--- src/rtl/rv_isa_pkg.sv ---
/* RV32I instruction encoding definitions
   Major opcodes, field positions and the fixed SYSTEM encodings */
package rv_isa_pkg;

   typedef enum logic [6:0] {
      OPC_LUI      = 7'b0110111,
      OPC_AUIPC    = 7'b0010111,
      OPC_JAL      = 7'b1101111,
      OPC_JALR     = 7'b1100111,
      OPC_BRANCH   = 7'b1100011,
      OPC_LOAD     = 7'b0000011,
      OPC_STORE    = 7'b0100011,
      OPC_OP_IMM   = 7'b0010011,
      OPC_OP       = 7'b0110011,
      OPC_MISC_MEM = 7'b0001111,
      OPC_SYSTEM   = 7'b1110011
   } opcode_t;

   // Field low bit and width
   localparam int OPCODE_L = 0;
   localparam int OPCODE_W = 7;
   localparam int RD_L     = 7;
   localparam int RD_W     = 5;
   localparam int F3_L     = 12;
   localparam int F3_W     = 3;
   localparam int RS1_L    = 15;
   localparam int RS1_W    = 5;
   localparam int RS2_L    = 20;
   localparam int RS2_W    = 5;
   localparam int F7_L     = 25;
   localparam int F7_W     = 7;
   localparam int I_IMM_L  = 20;
   localparam int I_IMM_W  = 12;

   localparam logic [F7_W-1:0] F7_BASE = 7'h00;
   localparam logic [F7_W-1:0] F7_ALT  = 7'h20;   // SUB, SRA, SRAI

   localparam logic [31:0] ECALL_IW  = 32'h0000_0073;
   localparam logic [31:0] EBREAK_IW = 32'h0010_0073;

   localparam logic [F7_W-1:0]  MRET_F7  = 7'h18;
   localparam logic [RS2_W-1:0] MRET_RS2 = 5'd2;
   localparam logic [F7_W-1:0]  WFI_F7   = 7'h08;
   localparam logic [RS2_W-1:0] WFI_RS2  = 5'd5;

endpackage

--- src/rtl/rv_exec_pkg.sv ---
/* Decoded result definitions
   Execute ops, operand sources, memory attributes and exception causes */
package rv_exec_pkg;

   localparam int XLEN = 32;

   typedef enum logic [3:0] {
      ADD, SUB, SLL, SRL, SRA, XOR, OR, AND,
      CMP_LT, CMP_EQ, CMP_NE, CMP_GE,
      JAL, JALR
   } exe_op_t;

   typedef enum logic [1:0] {
      S1_RS1, S1_PC, S1_ZERO, S1_UIMM
   } s1_src_t;

   typedef enum logic [1:0] {
      BYTE, HALF, WORD
   } mem_size_t;

   typedef logic [3:0] byteen_t;

   localparam byteen_t BE_B = 4'b0001;
   localparam byteen_t BE_H = 4'b0011;
   localparam byteen_t BE_W = 4'b1111;

   // mcause codes
   typedef enum logic [3:0] {
      ILLEGAL_INSTR = 4'd2,
      BREAKPOINT    = 4'd3,
      M_ECALL       = 4'd11
   } expn_code_t;

endpackage

--- src/rtl/decode_ifs.sv ---
/* Internal decode interfaces
   Control between the decoder stages, and the full packet into the register */
`timescale 1ns/1ps

interface decode_ctrl_if;
   import rv_exec_pkg::*;

   exe_op_t exe_op;
   s1_src_t s1_src;
   logic    needs_rs1;
   logic    needs_rs2;
   logic    gpr_wr_en;
   logic    illegal;

   modport producer (output exe_op, s1_src, needs_rs1, needs_rs2, gpr_wr_en, illegal);
   modport consumer (input exe_op, s1_src, needs_rs1, needs_rs2, gpr_wr_en, illegal);
endinterface

interface decode_payload_if;
   import rv_isa_pkg::*;
   import rv_exec_pkg::*;

   logic [XLEN-1:0] exe_s1, exe_s2, branch_tgt;
   exe_op_t         exe_op;
   logic            signed_cmp;
   mem_size_t       mem_size;
   byteen_t         mem_byteen;
   logic            mem_signext;
   logic [RD_W-1:0] rd;
   logic            needs_rs1, needs_rs2, gpr_wr_en;
   logic            csr_read, csr_set, csr_clr;
   logic            expn;
   expn_code_t      expn_type;

   modport producer (output exe_s1, exe_s2, exe_op, signed_cmp, mem_size, mem_byteen,
                     mem_signext, rd, needs_rs1, needs_rs2, gpr_wr_en, csr_read, csr_set,
                     csr_clr, branch_tgt, expn, expn_type);
   modport consumer (input exe_s1, exe_s2, exe_op, signed_cmp, mem_size, mem_byteen,
                     mem_signext, rd, needs_rs1, needs_rs2, gpr_wr_en, csr_read, csr_set,
                     csr_clr, branch_tgt, expn, expn_type);
endinterface

--- src/rtl/int_op_decoder.sv ---
/* Integer opcode decoder
   Control and legality for every RV32I class except SYSTEM */
`timescale 1ns/1ps

module int_op_decoder (
   input  logic [31:0]           iw,
   decode_ctrl_if.producer       ctrl
);
   import rv_isa_pkg::*;
   import rv_exec_pkg::*;

   opcode_t opc;
   logic    illegal;
   logic    writer;

   wire [F3_W-1:0]    f3    = iw[F3_L +: F3_W];
   wire [F7_W-1:0]    f7    = iw[F7_L +: F7_W];
   wire [RD_W-1:0]    rd    = iw[RD_L +: RD_W];
   wire [I_IMM_W-1:0] imm12 = iw[I_IMM_L +: I_IMM_W];
   wire [F7_W-1:0]    sh_f7 = imm12[I_IMM_W-1 -: F7_W];   // Shift type in top of immediate

   // Every major opcode ends in 2'b11, so short encodings fall to default
   assign opc = opcode_t'(iw[OPCODE_L +: OPCODE_W]);

   always_comb begin
      ctrl.exe_op    = ADD;
      ctrl.s1_src    = S1_RS1;
      ctrl.needs_rs1 = 1'b0;
      ctrl.needs_rs2 = 1'b0;
      illegal        = 1'b0;
      writer         = 1'b0;
      case (opc)
         OPC_LUI: begin
            ctrl.s1_src = S1_ZERO;
            writer      = 1'b1;
         end
         OPC_AUIPC: begin
            ctrl.s1_src = S1_PC;
            writer      = 1'b1;
         end
         OPC_JAL: begin
            ctrl.exe_op = JAL;
            writer      = 1'b1;
         end
         OPC_JALR: begin
            ctrl.exe_op    = JALR;
            ctrl.needs_rs1 = 1'b1;
            writer         = 1'b1;
            illegal        = (f3 != 3'd0);
         end
         OPC_BRANCH: begin
            ctrl.needs_rs1 = 1'b1;
            ctrl.needs_rs2 = 1'b1;
            case (f3)
               3'd0:       ctrl.exe_op = CMP_EQ;
               3'd1:       ctrl.exe_op = CMP_NE;
               3'd4, 3'd6: ctrl.exe_op = CMP_LT;   // BLT, BLTU
               3'd5, 3'd7: ctrl.exe_op = CMP_GE;
               default:    illegal = 1'b1;
            endcase
         end
         OPC_LOAD: begin
            ctrl.needs_rs1 = 1'b1;
            writer         = 1'b1;
            illegal        = (f3 == 3'd3) || (f3 > 3'd5);
         end
         OPC_STORE: begin
            ctrl.needs_rs1 = 1'b1;
            ctrl.needs_rs2 = 1'b1;
            illegal        = (f3 > 3'd2);
         end
         OPC_MISC_MEM: illegal = (f3 > 3'd1);     // FENCE, FENCE.I
         OPC_OP_IMM: begin
            ctrl.needs_rs1 = 1'b1;
            writer         = 1'b1;
            case (f3)
               3'd0:       ctrl.exe_op = ADD;
               3'd2, 3'd3: ctrl.exe_op = CMP_LT;
               3'd4:       ctrl.exe_op = XOR;
               3'd6:       ctrl.exe_op = OR;
               3'd7:       ctrl.exe_op = AND;
               3'd1: begin
                  ctrl.exe_op = SLL;
                  illegal     = (sh_f7 != F7_BASE);
               end
               default: begin
                  ctrl.exe_op = (sh_f7 == F7_ALT) ? SRA : SRL;
                  illegal     = (sh_f7 != F7_BASE) && (sh_f7 != F7_ALT);
               end
            endcase
         end
         OPC_OP: begin
            ctrl.needs_rs1 = 1'b1;
            ctrl.needs_rs2 = 1'b1;
            writer         = 1'b1;
            if (f7 == F7_BASE) begin
               case (f3)
                  3'd0:       ctrl.exe_op = ADD;
                  3'd1:       ctrl.exe_op = SLL;
                  3'd2, 3'd3: ctrl.exe_op = CMP_LT;   // SLT, SLTU
                  3'd4:       ctrl.exe_op = XOR;
                  3'd5:       ctrl.exe_op = SRL;
                  3'd6:       ctrl.exe_op = OR;
                  default:    ctrl.exe_op = AND;
               endcase
            end else if ((f7 == F7_ALT) && (f3 == 3'd0)) begin
               ctrl.exe_op = SUB;
            end else if ((f7 == F7_ALT) && (f3 == 3'd5)) begin
               ctrl.exe_op = SRA;
            end else begin
               illegal = 1'b1;
            end
         end
         default: illegal = 1'b1;               // SYSTEM is resolved downstream
      endcase
   end

   assign ctrl.illegal   = illegal;
   assign ctrl.gpr_wr_en = writer & ~illegal & (rd != '0);

endmodule

--- src/rtl/system_decoder.sv ---
/* SYSTEM instruction decoder
   Overrides control for SYSTEM words and forms the CSR and exception outputs */
`timescale 1ns/1ps

module system_decoder (
   input  logic [31:0]             iw,
   decode_ctrl_if.consumer         ctrl_in,
   decode_ctrl_if.producer         ctrl_out,
   output logic                    csr_read,
   output logic                    csr_set,
   output logic                    csr_clr,
   output logic                    expn,
   output rv_exec_pkg::expn_code_t expn_type
);
   import rv_isa_pkg::*;
   import rv_exec_pkg::*;

   logic illegal;

   wire [F3_W-1:0]  f3  = iw[F3_L +: F3_W];
   wire [F7_W-1:0]  f7  = iw[F7_L +: F7_W];
   wire [RS1_W-1:0] rs1 = iw[RS1_L +: RS1_W];
   wire [RS2_W-1:0] rs2 = iw[RS2_L +: RS2_W];
   wire [RD_W-1:0]  rd  = iw[RD_L +: RD_W];

   wire is_sys    = (iw[OPCODE_L +: OPCODE_W] == OPC_SYSTEM);
   wire is_ecall  = (iw == ECALL_IW);
   wire is_ebreak = (iw == EBREAK_IW);
   wire is_mret   = (f7 == MRET_F7) && (rs2 == MRET_RS2);
   wire is_wfi    = (f7 == WFI_F7) && (rs2 == WFI_RS2);
   wire priv_ok   = is_ecall | is_ebreak | ((rs1 == '0) & (rd == '0) & (is_mret | is_wfi));

   always_comb begin
      ctrl_out.exe_op    = ctrl_in.exe_op;
      ctrl_out.s1_src    = ctrl_in.s1_src;
      ctrl_out.needs_rs1 = ctrl_in.needs_rs1;
      ctrl_out.needs_rs2 = ctrl_in.needs_rs2;
      ctrl_out.gpr_wr_en = ctrl_in.gpr_wr_en;
      illegal            = ctrl_in.illegal;
      if (is_sys) begin
         ctrl_out.exe_op    = ADD;
         ctrl_out.s1_src    = f3[2] ? S1_UIMM : S1_RS1;
         ctrl_out.needs_rs1 = 1'b0;
         ctrl_out.needs_rs2 = 1'b0;
         ctrl_out.gpr_wr_en = 1'b0;
         case (f3)
            3'd0: illegal = ~priv_ok;
            3'd4: illegal = 1'b1;
            default: begin                      // CSR forms, old value always returned
               ctrl_out.needs_rs1 = ~f3[2];
               ctrl_out.gpr_wr_en = 1'b1;
               illegal            = 1'b0;
            end
         endcase
      end
   end

   assign ctrl_out.illegal = illegal;

   assign csr_read = is_sys & (f3[1:0] != 2'b00);
   assign csr_set  = (f3[1:0] == 2'b10);
   assign csr_clr  = (f3[1:0] == 2'b11);

   assign expn      = is_ecall | is_ebreak | illegal;
   assign expn_type = is_ecall  ? M_ECALL :
                      is_ebreak ? BREAKPOINT : ILLEGAL_INSTR;

endmodule

--- src/rtl/operand_mem_gen.sv ---
/* Operand and memory attribute generation
   Picks execute operands, computes branch target and load/store attributes */
`timescale 1ns/1ps

module operand_mem_gen (
   input  logic [rv_exec_pkg::XLEN-1:0] iw,
   input  logic [rv_exec_pkg::XLEN-1:0] imm,
   input  logic [rv_exec_pkg::XLEN-1:0] rs1_val,
   input  logic [rv_exec_pkg::XLEN-1:0] rs2_val,
   input  logic [rv_exec_pkg::XLEN-1:0] pc,
   input  logic                         use_imm,
   decode_ctrl_if.consumer              ctrl,
   input  logic                         csr_read,
   input  logic                         csr_set,
   input  logic                         csr_clr,
   input  logic                         expn,
   input  rv_exec_pkg::expn_code_t      expn_type,
   decode_payload_if.producer           out
);
   import rv_isa_pkg::*;
   import rv_exec_pkg::*;

   wire [F3_W-1:0] f3 = iw[F3_L +: F3_W];

   always_comb begin
      out.exe_s1 = rs1_val;
      case (ctrl.s1_src)
         S1_PC:   out.exe_s1 = pc;
         S1_ZERO: out.exe_s1 = '0;
         S1_UIMM: out.exe_s1 = {{(XLEN-RS1_W){1'b0}}, iw[RS1_L +: RS1_W]};   // CSR immediate
         default: out.exe_s1 = rs1_val;
      endcase
   end

   assign out.exe_s2     = use_imm ? imm : rs2_val;
   assign out.branch_tgt = pc + imm;

   always_comb begin
      case (f3[1:0])
         2'b00: begin
            out.mem_size   = BYTE;
            out.mem_byteen = BE_B;
         end
         2'b01: begin
            out.mem_size   = HALF;
            out.mem_byteen = BE_H;
         end
         default: begin
            out.mem_size   = WORD;
            out.mem_byteen = BE_W;
         end
      endcase
   end

   assign out.mem_signext = ~f3[2];
   assign out.signed_cmp  = (f3 != 3'd3) && (f3 != 3'd6) && (f3 != 3'd7);   // Not the U forms
   assign out.rd          = iw[RD_L +: RD_W];

   assign out.exe_op    = ctrl.exe_op;
   assign out.needs_rs1 = ctrl.needs_rs1;
   assign out.needs_rs2 = ctrl.needs_rs2;
   assign out.gpr_wr_en = ctrl.gpr_wr_en & ~ctrl.illegal;   // A faulting word never writes

   assign out.csr_read  = csr_read;
   assign out.csr_set   = csr_set;
   assign out.csr_clr   = csr_clr;
   assign out.expn      = expn;
   assign out.expn_type = expn_type;

endmodule

--- src/rtl/decode_stage_reg.sv ---
/* Decode output register
   One-entry holding stage with valid/ready on both sides */
`timescale 1ns/1ps

module decode_stage_reg (
   input  logic                            clk,
   input  logic                            rst_n,
   input  logic                            in_valid,
   output logic                            in_ready,
   decode_payload_if.consumer              in,
   output logic                            out_valid,
   input  logic                            out_ready,
   output logic [rv_exec_pkg::XLEN-1:0]    exe_s1,
   output logic [rv_exec_pkg::XLEN-1:0]    exe_s2,
   output rv_exec_pkg::exe_op_t            exe_op,
   output logic                            signed_cmp,
   output rv_exec_pkg::mem_size_t          mem_size,
   output rv_exec_pkg::byteen_t            mem_byteen,
   output logic                            mem_signext,
   output logic [rv_isa_pkg::RD_W-1:0]     rd,
   output logic                            needs_rs1,
   output logic                            needs_rs2,
   output logic                            gpr_wr_en,
   output logic                            csr_read,
   output logic                            csr_set,
   output logic                            csr_clr,
   output logic [rv_exec_pkg::XLEN-1:0]    branch_tgt,
   output logic                            expn,
   output rv_exec_pkg::expn_code_t         expn_type
);

   logic full;

   wire take = in_valid & in_ready;

   assign in_ready  = ~full | out_ready;   // Accept while draining
   assign out_valid = full;

   always_ff @(posedge clk or negedge rst_n) begin
      if (!rst_n) begin
         full <= 1'b0;
      end else if (take) begin
         full <= 1'b1;
      end else if (out_ready) begin
         full <= 1'b0;
      end
   end

   always_ff @(posedge clk) begin
      if (take) begin
         exe_s1      <= in.exe_s1;
         exe_s2      <= in.exe_s2;
         exe_op      <= in.exe_op;
         signed_cmp  <= in.signed_cmp;
         mem_size    <= in.mem_size;
         mem_byteen  <= in.mem_byteen;
         mem_signext <= in.mem_signext;
         rd          <= in.rd;
         needs_rs1   <= in.needs_rs1;
         needs_rs2   <= in.needs_rs2;
         gpr_wr_en   <= in.gpr_wr_en;
         csr_read    <= in.csr_read;
         csr_set     <= in.csr_set;
         csr_clr     <= in.csr_clr;
         branch_tgt  <= in.branch_tgt;
         expn        <= in.expn;
         expn_type   <= in.expn_type;
      end
   end

endmodule

--- src/rtl/rv_decode_stage.sv ---
/* RV32I decode stage top
   Integer and SYSTEM decode followed by a one-entry output register */
`timescale 1ns/1ps

module rv_decode_stage (
   input  logic                            clk,
   input  logic                            rst_n,
   input  logic                            in_valid,
   output logic                            in_ready,
   input  logic [31:0]                     iw,
   input  logic [rv_exec_pkg::XLEN-1:0]    imm,
   input  logic                            use_imm,
   input  logic [rv_exec_pkg::XLEN-1:0]    rs1_val,
   input  logic [rv_exec_pkg::XLEN-1:0]    rs2_val,
   input  logic [rv_exec_pkg::XLEN-1:0]    pc,
   output logic                            out_valid,
   input  logic                            out_ready,
   output logic [rv_exec_pkg::XLEN-1:0]    exe_s1,
   output logic [rv_exec_pkg::XLEN-1:0]    exe_s2,
   output rv_exec_pkg::exe_op_t            exe_op,
   output logic                            signed_cmp,
   output rv_exec_pkg::mem_size_t          mem_size,
   output rv_exec_pkg::byteen_t            mem_byteen,
   output logic                            mem_signext,
   output logic [rv_isa_pkg::RD_W-1:0]     rd,
   output logic                            needs_rs1,
   output logic                            needs_rs2,
   output logic                            gpr_wr_en,
   output logic                            csr_read,
   output logic                            csr_set,
   output logic                            csr_clr,
   output logic [rv_exec_pkg::XLEN-1:0]    branch_tgt,
   output logic                            expn,
   output rv_exec_pkg::expn_code_t         expn_type
);
   import rv_exec_pkg::*;

   logic       sd_csr_read, sd_csr_set, sd_csr_clr;
   logic       sd_expn;
   expn_code_t sd_expn_type;

   decode_ctrl_if    ctrl_raw ();
   decode_ctrl_if    ctrl_fin ();
   decode_payload_if payload ();

   int_op_decoder u_int_op_decoder (.iw(iw), .ctrl(ctrl_raw));

   system_decoder u_system_decoder (
      .iw(iw), .ctrl_in(ctrl_raw), .ctrl_out(ctrl_fin),
      .csr_read(sd_csr_read), .csr_set(sd_csr_set), .csr_clr(sd_csr_clr),
      .expn(sd_expn), .expn_type(sd_expn_type)
   );

   operand_mem_gen u_operand_mem_gen (
      .iw(iw), .imm(imm), .rs1_val(rs1_val), .rs2_val(rs2_val), .pc(pc),
      .use_imm(use_imm), .ctrl(ctrl_fin),
      .csr_read(sd_csr_read), .csr_set(sd_csr_set), .csr_clr(sd_csr_clr),
      .expn(sd_expn), .expn_type(sd_expn_type), .out(payload)
   );

   decode_stage_reg u_decode_stage_reg (
      .clk(clk), .rst_n(rst_n),
      .in_valid(in_valid), .in_ready(in_ready), .in(payload),
      .out_valid(out_valid), .out_ready(out_ready),
      .exe_s1(exe_s1), .exe_s2(exe_s2), .exe_op(exe_op), .signed_cmp(signed_cmp),
      .mem_size(mem_size), .mem_byteen(mem_byteen), .mem_signext(mem_signext),
      .rd(rd), .needs_rs1(needs_rs1), .needs_rs2(needs_rs2), .gpr_wr_en(gpr_wr_en),
      .csr_read(csr_read), .csr_set(csr_set), .csr_clr(csr_clr),
      .branch_tgt(branch_tgt), .expn(expn), .expn_type(expn_type)
   );

endmodule

--- config.mk ---
export PLATFORM = sky130hd
export DESIGN_NAME = rv_decode_stage
export DESIGN_NICKNAME = d
export VERILOG_FILES = /design/src/rtl/rv_isa_pkg.sv /design/src/rtl/rv_exec_pkg.sv /design/src/rtl/decode_ifs.sv /design/src/rtl/int_op_decoder.sv /design/src/rtl/system_decoder.sv /design/src/rtl/operand_mem_gen.sv /design/src/rtl/decode_stage_reg.sv /design/src/rtl/rv_decode_stage.sv
export SDC_FILE = /design/constraint.sdc
export NUM_CORES = 1
export LEC_CHECK = 0
export ABC_AREA = 1
export BUFFER_PORTS_ARGS = -buffer_cell sky130_fd_sc_hd__clkbuf_2
export CAP_MARGIN = 20
export CORE_UTILIZATION = 45
export CTS_BUF_LIST = sky130_fd_sc_hd__clkbuf_8
export DETAILED_ROUTE_END_ITERATION = 6
export PLACE_DENSITY = 0.76
export SYNTH_ARGS = -nofsm -noshare
export SYNTH_HDL_FRONTEND = slang
export SYNTH_SLANG_ARGS = --single-unit
--- constraint.sdc ---
create_clock -name clk -period 10 [get_ports clk]
set_clock_uncertainty 0.2 [all_clocks]
set_input_delay 1 -clock clk [delete_from_list [all_inputs] [get_ports clk]]
set_output_delay 1 -clock clk [all_outputs]
set_load 0.03 [all_outputs]
==> flow_metrics.tcl <==
set metrics [dict create \
    ys_async_sr_fraction_pct 0.833 \
    rrSetupSlack_ns 7.39 \
    final_core_util_pct 59.0 \
    ys_ff_latch 120 \
    synth_fa_ha_area_share_pct 5.51 \
    antenna_cells 0 \
    layout_setup_ws_ns 7.14 \
    drc 0 \
    wl_per_cell_um 15.8 \
    synth_area_um2 7400 \
    grt_usage_pct 25.9 \
    areaGrowthSynthToFinish_pct 27.5 \
    synth-simple-area-share_pct 23.3 \
    min-delay-path-class "in2async" \
    ys_seq_area_share_pct 48.6 \
    cp.required_ns 9.89 \
    multi_input_area_um2 3250 \
    hold_violations 0 \
    p_leak_nw 4.79 \
    drv_cap 0 \
    start_kind "input port" \
    gr-total-overflow 0 \
    crit_path_end_kind "register" \
    setup.worst_path.class "in2reg" \
    clk_pin_slew_ns 0.07 \
    cts_resized 0 \
    syn_avg_cell_area_um2 8.79 \
    seq_area_um2 3600 \
    finalPower_mw 1.42 \
    synth_xor_area_share_pct 1.77 \
    routed_wl_um 21600 \
    critPathArrivalTime_ns 2.75 \
    synth_cells 842 \
    synth_top_family_by_area "simple AND/OR/NAND/NOR gates" \
    synth_ff_type "edfxtp_1" \
    dieWidth_um 130 \
    drt-initial-drc-count 377 \
    start_util_pct 46.3 \
    ioPinCount 291 \
    cts_tree "done" \
    antenna_found_initial 0 \
    cts_sinks 120 \
    firstDrtPassIters 5 \
    fmax_mhz 350 \
    synthMuxAreaShare_pct 4.71 \
    synth.distinct_cells 40 \
    run_status "finished clean" \
    period_share_pct 28.6 \
    portBuffers 287 \
    nets 1331 \
    drive_above_1_share_pct 31.7 \
    die_area_um2 17000 \
    synth_warnings 0 \
    grt_max_degree 78 \
    hpwl_um 16900 \
    core_um2 16000 \
    gp_congestion 0.963 \
    antenna_left 0 \
    synth-compound-area-share_pct 8.23 \
    num_vias 6874 \
    clockBufferDepth 2 \
    via_per_inst 5.04 \
    post_cts_buffers 0 \
    grt_pass1_wl_um 32700 \
    first_global_vias 6586 \
    slew_headroom_pct 32.9 \
    hold_buffers 0 \
    htreeDepth 4 \
    powerDensity_nw_per_um2 150 \
    die_y_um 130 \
    final.min_clock_period_ns 2.86 \
    ir_drop_uv 69.9 \
    rsz0062_at_grt "no" \
    setup_tns_ns 0 \
    slew_viol_final 0 \
    worst_pin_slew_ns 1.01 \
    row_count 46 \
    root_buffer "clkbuf_8" \
    cts-buffers-inserted 17 \
    post-place-ws_ns 6.67 \
    cp_max_fo 77 \
    filler_cell_count 1446 \
    setup_viol 0 \
    clock_latency_ns 0.44 \
    synth_edf_count 119 \
]
## registers in the layout, summed over array words and instances (netlist names), 2 cells and up
signal / count
u_decode_stage_reg.branch_tgt: 32
u_decode_stage_reg.exe_op: 4
u_decode_stage_reg.exe_s1: 32
u_decode_stage_reg.exe_s2: 32
u_decode_stage_reg.expn_type: 2
u_decode_stage_reg.mem_byteen: 2
u_decode_stage_reg.rd: 5
## cell families (layout without fill, tap and decap cells)
family	Yosys count	in the layout
XOR/XNOR	15	15
multiplexers	31	31
other	2	3
adder cells (fa/ha/maj)	32	32
flip-flops	120	120
AO/OA/AOI/OAI	94	94
buffers and inverters	137	441
AND/OR/NAND/NOR	411	411
## Yosys cell counts, drive strengths merged, types with 12 or more instances
library cell	instances	share of area, %
nor2	90	4.9
mux2	31	4.7
edfxtp	119	48
buf	16	1.6
nand3	49	3.5
o21ai	21	1.4
xor2	12	1.4
a21oi	31	2.1
ha	31	5.2
a22o	27	3.2
nand2	249	13
inv	118	6.0
## power breakdown
part	total, mW	internal (mW)	switching (mW)
clock network	0.473	0.267	0.206
registers	0.612	0.601	0.0103
logic	0.335	0.109	0.226
## worst paths after layout
path	startpoint	cells after the start	to
worst max register to register	u_decode_stage_reg.out_valid	3	u_decode_stage_reg.branch_tgt[2]
worst min register to register	u_decode_stage_reg.out_valid	2	u_decode_stage_reg.out_valid
worst max-delay path	out_ready	5	u_decode_stage_reg.branch_tgt[2]
min in group clk	u_decode_stage_reg.out_valid	2	u_decode_stage_reg.out_valid
max in group asynchronous	rst_n	1	u_decode_stage_reg.out_valid
worst min-delay path	rst_n	1	u_decode_stage_reg.out_valid
## metrics by stage
step	cell area (um2)	std cells	hold slack, ns
final	9440	1363	0.121
after global routing	9440	1363	0.0883
after global placement	9020	1331	0.370
after CTS	9440	1363	0.0961
after detailed placement	9020	1331	0.382
after floorplan	7410	843	0.504
## critical path, stage by stage
cell and delay, ns:
clkbuf_2 0.08, inv_1 0.06, a21oi_4 0.11, buf_4 0.78, buf_4 0.66
## layout make-up
class | instances | area share (%)
flip-flops and latches | 120 | 38.1
multi-input cells | 586 | 34.4
repair buffers | 290 | 15.5
inverters | 119 | 4.74
well taps | 216 | 2.86
clock buffers | 17 | 2.48
clock inverters | 15 | 1.96
## cells in the final DEF (no fill, tap or decap), types with 2 or more instances in the layout
cell type / netlist / final
ha_1: 31 / 31
o21ai_1: 2 / 2
nand3_1: 48 / 48
inv_1: 114 / 115
xnor2_1: 3 / 3
clkinv_4: 0 / 3
clkinv_2: 1 / 2
o211ai_1: 5 / 5
buf_4: 8 / 3
clkinv_1: 0 / 4
mux2_2: 31 / 31
bufinv_16: 0 / 4
edfxtp_1: 119 / 119
o21ai_0: 19 / 19
nand2_1: 245 / 245
a21oi_1: 31 / 30
xor2_1: 12 / 12
nand3b_1: 2 / 2
conb_1: 2 / 3
a21boi_0: 2 / 2
nand2_2: 3 / 3
nor3_1: 6 / 6
clkbuf_8: 0 / 17
nand4_1: 11 / 11
inv_2: 4 / 4
clkinvlp_4: 0 / 2
a22o_1: 27 / 27
clkbuf_2: 0 / 287
o21bai_1: 6 / 6
nor2_1: 87 / 87
## per-layer routing
metal | track usage [%] | vias to the layer above | wire, um
met5 | 0 | - | 0
met4 | 9.78 | 0 | 489
met3 | 8.94 | 37 | 2150
met2 | 46.0 | 338 | 10700
met1 | 28.5 | 3096 | 8250
li1 | - | 3403 | -
Power figures use the tool's default switching activity.
